<file path="src/include/tile_cfg.svh">
`ifndef TILE_CFG_SVH
`define TILE_CFG_SVH

// data path
`define DATA_W 32         // one memory word
`define ADDR_W 32         // byte address into src or dst memory

// length counters
`define LEN_W 12          // total words per request, max 4095
`define TILE_WORDS 128    // words per full tile
`define TILE_LEN_W 8      // holds 0..128
`define BUF_AW 7          // tile buffer index

`endif

</file>
<file path="src/source/tile_pkg.sv">
`default_nettype none

package tile_pkg;

`include "tile_cfg.svh"

    typedef logic [`DATA_W-1:0]     word_t;       // one data word
    typedef logic [`ADDR_W-1:0]     byte_addr_t;  // byte address, word aligned in use
    typedef logic [`LEN_W-1:0]      total_len_t;  // remaining or total word count
    typedef logic [`TILE_LEN_W-1:0] tile_len_t;   // words in one tile
    typedef logic [`BUF_AW-1:0]     buf_addr_t;   // tile buffer index

    // tile sequencer states
    typedef enum logic [1:0] {
        CTRL_IDLE  = 2'b00,   // waiting for load_start
        CTRL_LOAD  = 2'b01,   // src -> tile buffer
        CTRL_STORE = 2'b10,   // tile buffer -> dst
        CTRL_DONE  = 2'b11    // one cycle, drives load_done
    } ctrl_state_t;

endpackage

`default_nettype wire

</file>
<file path="src/source/rmst_ctrl.sv">
`timescale 1ns/1ps
`default_nettype none

`include "tile_cfg.svh"

module rmst_ctrl import tile_pkg::*; (
    input  wire             clk,
    input  wire             rst,
    input  wire             load_start,         // request pulse
    input  wire byte_addr_t src_base,           // sampled with load_start
    input  wire byte_addr_t dst_base,
    input  wire total_len_t total_len,          // in words
    input  wire             load_trans_done,    // tile is in the buffer
    input  wire             store_trans_done,   // tile is in dst memory
    output logic            busy,
    output logic            load_done,          // one cycle at the end
    output logic            load_trans_start,
    output logic            store_trans_start,
    output byte_addr_t      param_raddr,        // current tile src address
    output byte_addr_t      param_waddr,        // current tile dst address
    output tile_len_t       param_iolen         // current tile length
);

    ctrl_state_t state;
    total_len_t  len;          // words left, including the current tile
    total_len_t  len_left;     // words left after the current tile
    byte_addr_t  tile_bytes;   // byte stride of the current tile

    // clip a word count to one tile
    function automatic tile_len_t tile_cut(input total_len_t n);
        if (n > total_len_t'(`TILE_WORDS)) begin
            return tile_len_t'(`TILE_WORDS);
        end
        return tile_len_t'(n);
    endfunction

    assign len_left   = len - total_len_t'(param_iolen);
    assign tile_bytes = byte_addr_t'(param_iolen) << 2;   // four bytes per word

    assign busy      = (state != CTRL_IDLE);   // rises the edge after load_start
    assign load_done = (state == CTRL_DONE);   // DONE lasts one cycle

    always_ff @(posedge clk or posedge rst) begin
        if (rst) begin
            state             <= CTRL_IDLE;
            len               <= '0;
            param_iolen       <= '0;
            load_trans_start  <= 1'b0;
            store_trans_start <= 1'b0;
        end else begin
            load_trans_start  <= 1'b0;   // pulses by default
            store_trans_start <= 1'b0;
            case (state)
                CTRL_IDLE: begin
                    if (load_start) begin
                        len         <= total_len;
                        param_iolen <= tile_cut(total_len);   // first tile
                        if (total_len == '0) begin
                            state <= CTRL_DONE;   // nothing to move
                        end else begin
                            state            <= CTRL_LOAD;
                            load_trans_start <= 1'b1;
                        end
                    end
                end
                CTRL_LOAD: begin
                    if (load_trans_done) begin
                        state             <= CTRL_STORE;
                        store_trans_start <= 1'b1;   // buffer full, write it out
                    end
                end
                CTRL_STORE: begin
                    if (store_trans_done) begin
                        len <= len_left;
                        if (len_left == '0) begin
                            state <= CTRL_DONE;
                        end else begin
                            param_iolen      <= tile_cut(len_left);   // next tile
                            load_trans_start <= 1'b1;
                            state            <= CTRL_LOAD;
                        end
                    end
                end
                CTRL_DONE: begin
                    state <= CTRL_IDLE;
                end
                default: begin
                    state <= CTRL_IDLE;
                end
            endcase
        end
    end

    // address bookkeeping
    always_ff @(posedge clk) begin
        if (state == CTRL_IDLE && load_start) begin
            param_raddr <= src_base;
            param_waddr <= dst_base;
        end else if (state == CTRL_STORE && store_trans_done) begin
            param_raddr <= param_raddr + tile_bytes;   // step past stored tile
            param_waddr <= param_waddr + tile_bytes;
        end
    end

endmodule

`default_nettype wire

</file>
<file path="src/source/load_engine.sv">
`timescale 1ns/1ps
`default_nettype none

module load_engine import tile_pkg::*; (
    input  wire             clk,
    input  wire             rst,
    input  wire             load_trans_start,   // from rmst_ctrl
    input  wire byte_addr_t param_raddr,
    input  wire tile_len_t  param_iolen,        // held stable during the tile
    input  wire word_t      rd_data,            // valid the cycle after rd_en
    output logic            rd_en,
    output byte_addr_t      rd_addr,
    output logic            buf_we,
    output buf_addr_t       buf_waddr,
    output word_t           buf_wdata,
    output logic            load_trans_done
);

    tile_len_t cnt;        // reads issued so far
    logic      rd_last;    // final read of the tile this cycle
    logic      rd_vld;     // rd_data valid
    logic      vld_last;   // last word arriving
    buf_addr_t rd_idx;     // buffer slot of the arriving word

    assign rd_last = rd_en && (cnt == param_iolen - 1'b1);

    always_ff @(posedge clk or posedge rst) begin
        if (rst) begin
            rd_en           <= 1'b0;
            cnt             <= '0;
            rd_vld          <= 1'b0;
            vld_last        <= 1'b0;
            load_trans_done <= 1'b0;
        end else begin
            rd_vld          <= rd_en;      // one cycle read latency
            vld_last        <= rd_last;
            load_trans_done <= vld_last;   // cycle after last buffer write
            if (load_trans_start) begin
                rd_en <= 1'b1;
                cnt   <= '0;
            end else if (rd_en) begin
                cnt <= cnt + 1'b1;
                if (rd_last) begin
                    rd_en <= 1'b0;   // iolen reads issued
                end
            end
        end
    end

    always_ff @(posedge clk) begin
        if (load_trans_start) begin
            rd_addr <= param_raddr;
        end else if (rd_en) begin
            rd_addr <= rd_addr + byte_addr_t'(4);   // next word
        end
        rd_idx <= buf_addr_t'(cnt);   // index tracks the data latency
    end

    assign buf_we    = rd_vld;
    assign buf_waddr = rd_idx;
    assign buf_wdata = rd_data;   // word lands in the buffer this edge

endmodule

`default_nettype wire

</file>
<file path="src/source/tile_buffer.sv">
`timescale 1ns/1ps
`default_nettype none

`include "tile_cfg.svh"

module tile_buffer import tile_pkg::*; (
    input  wire            clk,
    input  wire            buf_we,      // from load_engine
    input  wire buf_addr_t buf_waddr,
    input  wire word_t     buf_wdata,
    input  wire buf_addr_t buf_raddr,   // from store_engine
    output word_t          buf_rdata    // one cycle after buf_raddr
);

    word_t mem [0:`TILE_WORDS-1];   // one tile of words

    always_ff @(posedge clk) begin
        if (buf_we) begin
            mem[buf_waddr] <= buf_wdata;
        end
    end

    // registered read port
    always_ff @(posedge clk) begin
        buf_rdata <= mem[buf_raddr];
    end

endmodule

`default_nettype wire

</file>
<file path="src/source/store_engine.sv">
`timescale 1ns/1ps
`default_nettype none

module store_engine import tile_pkg::*; (
    input  wire             clk,
    input  wire             rst,
    input  wire             store_trans_start,   // from rmst_ctrl
    input  wire byte_addr_t param_waddr,
    input  wire tile_len_t  param_iolen,
    input  wire word_t      buf_rdata,           // one cycle after buf_raddr
    output buf_addr_t       buf_raddr,
    output logic            wr_en,
    output byte_addr_t      wr_addr,
    output word_t           wr_data,
    output logic            store_trans_done
);

    tile_len_t cnt;       // buffer reads issued
    logic      rd_act;    // buffer read in flight
    logic      rd_last;   // last buffer read this cycle
    logic      wr_last;   // last dst write this cycle

    assign rd_last   = rd_act && (cnt == param_iolen - 1'b1);
    assign buf_raddr = buf_addr_t'(cnt);

    always_ff @(posedge clk or posedge rst) begin
        if (rst) begin
            rd_act           <= 1'b0;
            cnt              <= '0;
            wr_en            <= 1'b0;
            wr_last          <= 1'b0;
            store_trans_done <= 1'b0;
        end else begin
            wr_en            <= rd_act;    // line up with buf_rdata
            wr_last          <= rd_last;
            store_trans_done <= wr_last;   // cycle after last write
            if (store_trans_start) begin
                rd_act <= 1'b1;
                cnt    <= '0;
            end else if (rd_act) begin
                cnt <= cnt + 1'b1;
                if (rd_last) begin
                    rd_act <= 1'b0;
                end
            end
        end
    end

    // dst address steps once per write
    always_ff @(posedge clk) begin
        if (store_trans_start) begin
            wr_addr <= param_waddr;
        end else if (wr_en) begin
            wr_addr <= wr_addr + byte_addr_t'(4);
        end
    end

    assign wr_data = buf_rdata;   // plain copy, no datapath

endmodule

`default_nettype wire

</file>
<file path="src/source/tile_copy_top.sv">
`timescale 1ns/1ps
`default_nettype none

module tile_copy_top import tile_pkg::*; (
    input  wire             clk,
    input  wire             rst,
    input  wire             load_start,
    input  wire byte_addr_t src_base,
    input  wire byte_addr_t dst_base,
    input  wire total_len_t total_len,
    output logic            busy,
    output logic            load_done,
    output logic            rd_en,       // src memory
    output byte_addr_t      rd_addr,
    input  wire word_t      rd_data,
    output logic            wr_en,       // dst memory
    output byte_addr_t      wr_addr,
    output word_t           wr_data
);

    byte_addr_t param_raddr;
    byte_addr_t param_waddr;
    tile_len_t  param_iolen;
    logic       load_trans_start;
    logic       load_trans_done;
    logic       store_trans_start;
    logic       store_trans_done;
    logic       buf_we;
    buf_addr_t  buf_waddr;
    word_t      buf_wdata;
    buf_addr_t  buf_raddr;
    word_t      buf_rdata;

    rmst_ctrl u_ctrl (
        .clk               (clk),
        .rst               (rst),
        .load_start        (load_start),
        .src_base          (src_base),
        .dst_base          (dst_base),
        .total_len         (total_len),
        .load_trans_done   (load_trans_done),
        .store_trans_done  (store_trans_done),
        .busy              (busy),
        .load_done         (load_done),
        .load_trans_start  (load_trans_start),
        .store_trans_start (store_trans_start),
        .param_raddr       (param_raddr),
        .param_waddr       (param_waddr),
        .param_iolen       (param_iolen)
    );

    load_engine u_load (
        .clk              (clk),
        .rst              (rst),
        .load_trans_start (load_trans_start),
        .param_raddr      (param_raddr),
        .param_iolen      (param_iolen),
        .rd_data          (rd_data),
        .rd_en            (rd_en),
        .rd_addr          (rd_addr),
        .buf_we           (buf_we),
        .buf_waddr        (buf_waddr),
        .buf_wdata        (buf_wdata),
        .load_trans_done  (load_trans_done)
    );

    tile_buffer u_buf (
        .clk       (clk),
        .buf_we    (buf_we),
        .buf_waddr (buf_waddr),
        .buf_wdata (buf_wdata),
        .buf_raddr (buf_raddr),
        .buf_rdata (buf_rdata)
    );

    store_engine u_store (
        .clk               (clk),
        .rst               (rst),
        .store_trans_start (store_trans_start),
        .param_waddr       (param_waddr),
        .param_iolen       (param_iolen),
        .buf_rdata         (buf_rdata),
        .buf_raddr         (buf_raddr),
        .wr_en             (wr_en),
        .wr_addr           (wr_addr),
        .wr_data           (wr_data),
        .store_trans_done  (store_trans_done)
    );

endmodule

`default_nettype wire

</file>
<file path="config.mk">
export PLATFORM = sky130hd
export DESIGN_NAME = tile_copy_top
export DESIGN_NICKNAME = d
export VERILOG_FILES = /design/src/source/tile_pkg.sv /design/src/source/rmst_ctrl.sv /design/src/source/load_engine.sv /design/src/source/tile_buffer.sv /design/src/source/store_engine.sv /design/src/source/tile_copy_top.sv
export VERILOG_INCLUDE_DIRS = /design/src /design/src/include
export SDC_FILE = /design/constraint.sdc
export NUM_CORES = 2
export LEC_CHECK = 0
export BUFFER_PORTS_ARGS = -buffer_cell sky130_fd_sc_hd__buf_4
export CELL_PAD_IN_SITES_DETAIL_PLACEMENT = 1
export CELL_PAD_IN_SITES_GLOBAL_PLACEMENT = 1
export CORE_MARGIN = 8
export CORE_UTILIZATION = 56
export DETAILED_ROUTE_END_ITERATION = 10
export PLACE_DENSITY_LB_ADDON = 0.1
export SYNTH_ARGS = -nofsm -noshare
export SYNTH_HDL_FRONTEND = slang
export SYNTH_HIERARCHICAL = 1
export SYNTH_SLANG_ARGS = --single-unit
</file>
<file path="constraint.sdc">
create_clock -name clk -period 4.85 [get_ports clk]
set_input_delay 0.97 -clock clk [delete_from_list [all_inputs] [get_ports clk]]
set_output_delay 0.97 -clock clk [all_outputs]
set_load 0.005 [all_outputs]
</file>
== Word level (Yosys, flattened, before mapping) ==
Memory sizes are Yosys's and may differ from the RTL's. A register that Yosys moved wholly into a read port is not among the register bits.
Cells that the tools add are included.

* Add/subtract/negate cells: 8
* $lt $le $gt $ge: 2
* Equality and inequality tests: 9
* Muxes and demuxes: 51
* Reductions and logical operators: 16

{| class="wikitable"
|+ Operators by type and width
! operator !! count
|-
| 32-bit two-way mux || 8
|-
| 8-bit two-way mux || 11
|-
| 32-bit by 10-bit adder with 32-bit output || 2
|-
| 32-bit by 3-bit adder with 32-bit output, second input constant || 2
|-
| 12-bit by 8-bit greater-than comparator with 1-bit output, second input constant || 2
|-
| 12-bit logical NOT || 2
|-
| 12-bit two-way mux || 2
|-
| 12-bit case mux with 2 select lines || 1
|-
| 1-bit two-way mux || 21
|-
| 8-bit by 1-bit adder with 8-bit output, second input constant || 2
|-
| 8-bit equality test || 2
|-
| 8-bit case mux with 2 select lines || 1
|-
| 2-bit nonzero test || 6
|-
| 12-bit by 8-bit subtractor with 12-bit output || 1
|-
| 2-bit two-way mux || 5
|-
| 2-bit case mux with 4 select lines || 1
|-
| 8-bit by 1-bit subtractor with 8-bit output, second input constant || 1
|-
| 3-bit AND reduction || 2
|-
| 2-bit equality test, second input constant || 2
|-
| 1-bit logical AND || 4
|-
| 2-bit by 1-bit != test with 1-bit output, second input constant || 2
|-
| 2-bit != test, second input constant || 2
|-
| 4-bit AND reduction || 1
|-
| 2-bit by 1-bit equality test with 1-bit output, second input constant || 1
|-
| 2 further kinds || 2
|}

* Flip-flop bits (word level): 183
* Bits in writable memories: 4,096
* Output and inout port bits: 100
* Logic and storage cells: 107
* Memories: 1

{| class="wikitable"
|+ Memories
! name !! words !! width !! rd ports !! clocked after memory_dff !! wr ports !! RTL line !! text
|-
| u_buf.mem || 128 || 32 || 1 || 1 || 1 || tile_buffer.sv:15 || <nowiki>word_t mem [0:`TILE_WORDS-1];</nowiki>
|}

== Longest topological paths before layout ==
* Depth in word-level cells: 10
* Depth in mapped cells: 12
* Mapped depth without buffers: 12

== Hierarchy ==
Netlist, hierarchy kept.

{| class="wikitable"
|+ By module, submodules not included
! module !! times used !! cells an instance !! area an instance (um^2)
|-
| tile_buffer || 1 || 5,990 || 156,276.1
|-
| rmst_ctrl || 1 || 627 || 5,745.5
|-
| load_engine || 1 || 304 || 2,955.3
|-
| store_engine || 1 || 300 || 2,916.5
|}

== Worst setup path before layout ==
No wires, ideal clock.

* Path type: input port to flip-flop
* From: input port load_start
* To: register u_ctrl.len[10]
* Library setup time: 0.253 ns
* Arrival: 3.477 ns
* Data required time: 4.597 ns
* Slack: 1.121 ns
* Stages on the path: 6
* Buffers on the path: 1
* Cells stage by stage: nand2_1 > inv_1 > a21oi_1 > inv_1 > clkbuf_1 > a22oi_1

* Word-level cells in the longest chain between the ends: 2

{| class="wikitable"
|+ Ends and longest elaborated chain
! element !! RTL line !! text
|-
| start: declaration || tile_copy_top.sv:7 || <nowiki>input wire load_start,</nowiki>
|-
| 2-bit != test (no source line) || -- ||
|-
| 3-bit AND reduction (no source line) || -- ||
|-
| end signal: assignment || rmst_ctrl.sv:56 || <nowiki>len <= total_len;</nowiki>
|-
| end signal: assignment || rmst_ctrl.sv:74 || <nowiki>len <= len_left;</nowiki>
|-
| end: declaration || rmst_ctrl.sv:25 || <nowiki>total_len_t len;</nowiki>
|}

No other way between the ends.
A chain may end at the register's enable or synchronous reset.

==> summary.md <==
| Metric | Value |
|---|---|
| Num CTS Buffers | 431 |
| Top cell type's share of synthesized area | 75.5% |
| Post-synth net total | 7365 |
| Crit Path Category | reg -> reg |
| Fin crit period | 3.93 ns |
| Hold Vio Cnt, Final | 0 |
| Via count | 82300 |
| Library cells used by synthesis | 81 |
| Longest Clk Path Bufs | 4 |
| I/O pins | 211 |
| Initial antenna violation count | 60 |
| Clock net sink count | 4311 |
| Max Clock Skew | 0.0762 ns |
| DRC errors left | 0 |
| Placed wire-length estimate | 276 mm |
| Fin cells | 12100 |
| Cts hold-fix bufs | 0 |
| Core area | 0.299 mm^2 |
| VDD IR max | 437 uV |
| Crit path max fanout | 30 |
| CTS H-tree lvls | 5 |
| Max Slew Vio Count | 0 |
| FP Rows | 201 |
| Warnings from Yosys | 6 |
| Worst Setup SP | u_store/cnt[2] |
| CTS tree | built |
| Register bit count reported by yosys | 4311 |
| Layout Nets | 7917 |
| Worst skew pair latency | 0.98 ns |
| CP Capture Type | register |
| Number of violations of the max-capacitance limit | 0 |
| Final setup margin | 0.920 ns |
| Placed insts | 11300 |
| Clk root buf | clkbuf_16 |
| Maximum clock frequency | 254 MHz |
| Placer Congestion | 0.830 |
| Top FF cell, synth | edfxtp_1 |
| Cell taking the most area after synthesis | edfxtp_1 |
| Die area | 0.318 mm^2 |
| HP Class | in -> async |
| Violated checks | antenna rules |
| Pin count of the biggest net entering global routing | 129 |
| RSZ-0062 raised after global routing | false |
| Critical Path AT | 4.74 ns |
| DIE HEIGHT | 564 um |
| Critical Path Source Type | register |
| WHS | 0.0773 ns |
| Worst-Margin Slew | 1.22 ns |
| Die Wd | 564 um |
| DR WL/cell | 38.7 um |
| Fin crit share | 81.0% |
| Placed cell area | 0.177 mm^2 |
| Layout area overhead | 13.9% |
| Lkg Pwr | 59.0 nW |
| # port buffers | 210 |
| CTS clk-pin slew, worst paths | 0.06 ns |
| Global route overflow | 0 |
| Mapped cell area | 0.168 mm^2 |
| Vias in the first global route | 84100 |
| Post-Syn Instances | 7221 |
| Status | finished, violations left |
| Post-Route WL | 470 mm |
| Share of layout cells above drive strength 1 | 33.7% |
| # fillers | 23400 |
| Req. time, crit path | 5.66 ns |
| Pre-CTS setup slack | 0.954 ns |
| Pwr Density | 548 mW/mm^2 |
| Final ANT Viol Nets | 1 |
| Slew HR | 19.0% |
| Number of synthesized flops with an enable pin | 4224 |
| Syn avg cell area | 23.3 um^2 |
| Seq/Total Area, Yosys | 76.7% |
| Setup Fix Bufs, Post-CTS | 0 |
| Asr flop ratio synth | 1.11% |
| Area contributors post-synth | edfxtp_1, mux4_2, dfrtp_1 |
| Post-cts gate resize count | 0 |
| First-pass GRT wire length | 652 mm |
| Final setup viols | 0 |
| GR Util All Layers | 29.4% |
| Area of the multi-input gates | 0.0378 mm^2 |
| Starting Density | 56.1% |
| Launching point of the worst reg2reg path | u_store/cnt[2] |
| Storage element area | 0.129 mm^2 |
| DR pass1 iterations | 6 |
| Finished layout cell area | 0.191 mm^2 |
| DR iter-0 viols | 10800 |
| Routed vias/inst | 6.78 |
| Setup TNS Final | 0 ns |
flip-flops by register name (all words and copies together) (netlist names):
signal / flops
u_buf/buf_rdata: 32
u_store/rd_act: 1
u_store/store_trans_done: 1
u_ctrl/store_trans_start: 1
u_ctrl/state: 2
u_buf/mem: 4096
u_load/buf_we: 1
u_ctrl/param_waddr: 32
u_ctrl/param_raddr: 32
u_ctrl/len: 12
u_load/buf_waddr: 7
u_ctrl/param_iolen: 8
u_load/vld_last: 1
u_load/rd_en: 1
u_load/cnt: 8
u_store/wr_addr: 32
u_ctrl/load_trans_start: 1
u_load/rd_addr: 32
u_store/cnt: 8
u_store/wr_last: 1
u_store/wr_en: 1
u_load/load_trans_done: 1
logic make-up after synthesis:
group           Yosys count  share of synthesized area (%)
compound gates          223                          0.818
xor+xnor                144                          0.751
fa+ha+maj                33                          0.259
buf+inv                 487                           1.33
flops                  4311                           76.7
mux                    1387                           18.3
simple gates            636                           1.80
stage by stage:
| step | utilization, % | total power [W] |
|---|---|---|
| floorplan | - | 0.0609 |
| global placement | 59.1 | 0.0710 |
| detailed placement | 59.1 | 0.0715 |
| CTS | 63.9 | 0.105 |
| global route | 63.9 | 0.108 |
| finish | 64.0 | 0.105 |
cells in the final DEF (no fill, tap or decap), types with 18 or more instances in the layout:
master	netlist	routed
a21oi_1	52	52
and3_1	20	20
buf_12	0	63
buf_4	74	484
bufinv_16	0	55
clkbuf_1	218	97
clkbuf_16	0	440
clkinv_1	0	77
clkinv_2	0	80
dfrtp_1	48	39
dfxtp_1	39	39
diode_2	0	42
edfxtp_1	4224	4224
ha_1	30	30
inv_1	55	53
mux2_2	36	36
mux4_2	1344	1344
nand2_1	180	176
nand3_1	50	46
nand4_1	32	32
nor2_1	211	92
nor2_4	0	119
nor3_1	41	32
nor4_1	18	18
o21ai_0	93	93
xnor2_1	80	80
xor2_1	64	64
where the power goes:
group	switching (W)	internal, W	total (W)
Clock	0.0141	0.0198	0.0339
Combinational	0.0146	0.0118	0.0264
Sequential	0.00140	0.0430	0.0444
cell type report:
cell class              count  share of cell area, %
inverters                  57                  0.119
diodes                     42                 0.0550
clock inverters           249                   1.44
multi-input cells        2423                   19.8
repair buffers            549                   2.58
clock buffers             554                   6.07
flip-flops and latches   4311                   67.4
well taps                3958                   2.59
Yosys cell counts (15+ instances only):
library cell and instances:
a21oi_1 52, buf_1 55, buf_2 81, and3_1 20, nand2_1 180, xor2_1 64
ha_1 30, buf_4 74, nor3_1 41, o21ai_1 15, nand4_1 32, dfxtp_1 39
edfxtp_1 4224, inv_1 55, nand3_1 50, o21ai_0 93, dfrtp_1 48, clkbuf_1 218
nor4_1 18, mux4_2 1344, nor2_1 211, mux2_2 36, xnor2_1 80
per-layer routing:
metal	up-vias	GRT usage (%)	share of wire, %
li1	31800	-	-
met1	45100	42.3	39
met2	4673	45.6	47
met3	672	7.05	11
met4	22	9.30	3.6
met5	-	0	0.028
final timing paths:
| kind | end | slack (ns) | depth (start not counted) |
|---|---|---|---|
| setup / recovery | u_buf/buf_rdata[27] | 0.92 | 7 |
| max in group asynchronous | u_ctrl/load_trans_start | 3.84 | 2 |
| hold reg to reg | u_load/load_trans_done | 0.35 | 0 |
| min in group clk | u_ctrl/len[6] | 0.29 | 3 |
| hold / removal | u_load/cnt[6] | 0.08 | 2 |
| setup reg to reg | u_buf/buf_rdata[27] | 0.92 | 7 |
worst max-delay path, stage by stage (launching register included):
cell	delay, ns
dfrtp_4	0.77
buf_12	0.28
buf_12	0.25
buf_4	0.32
mux4_2	0.36
mux4_2	0.61
mux4_2	0.75
mux2_2	0.36
Power figures use the tool's default switching activity.
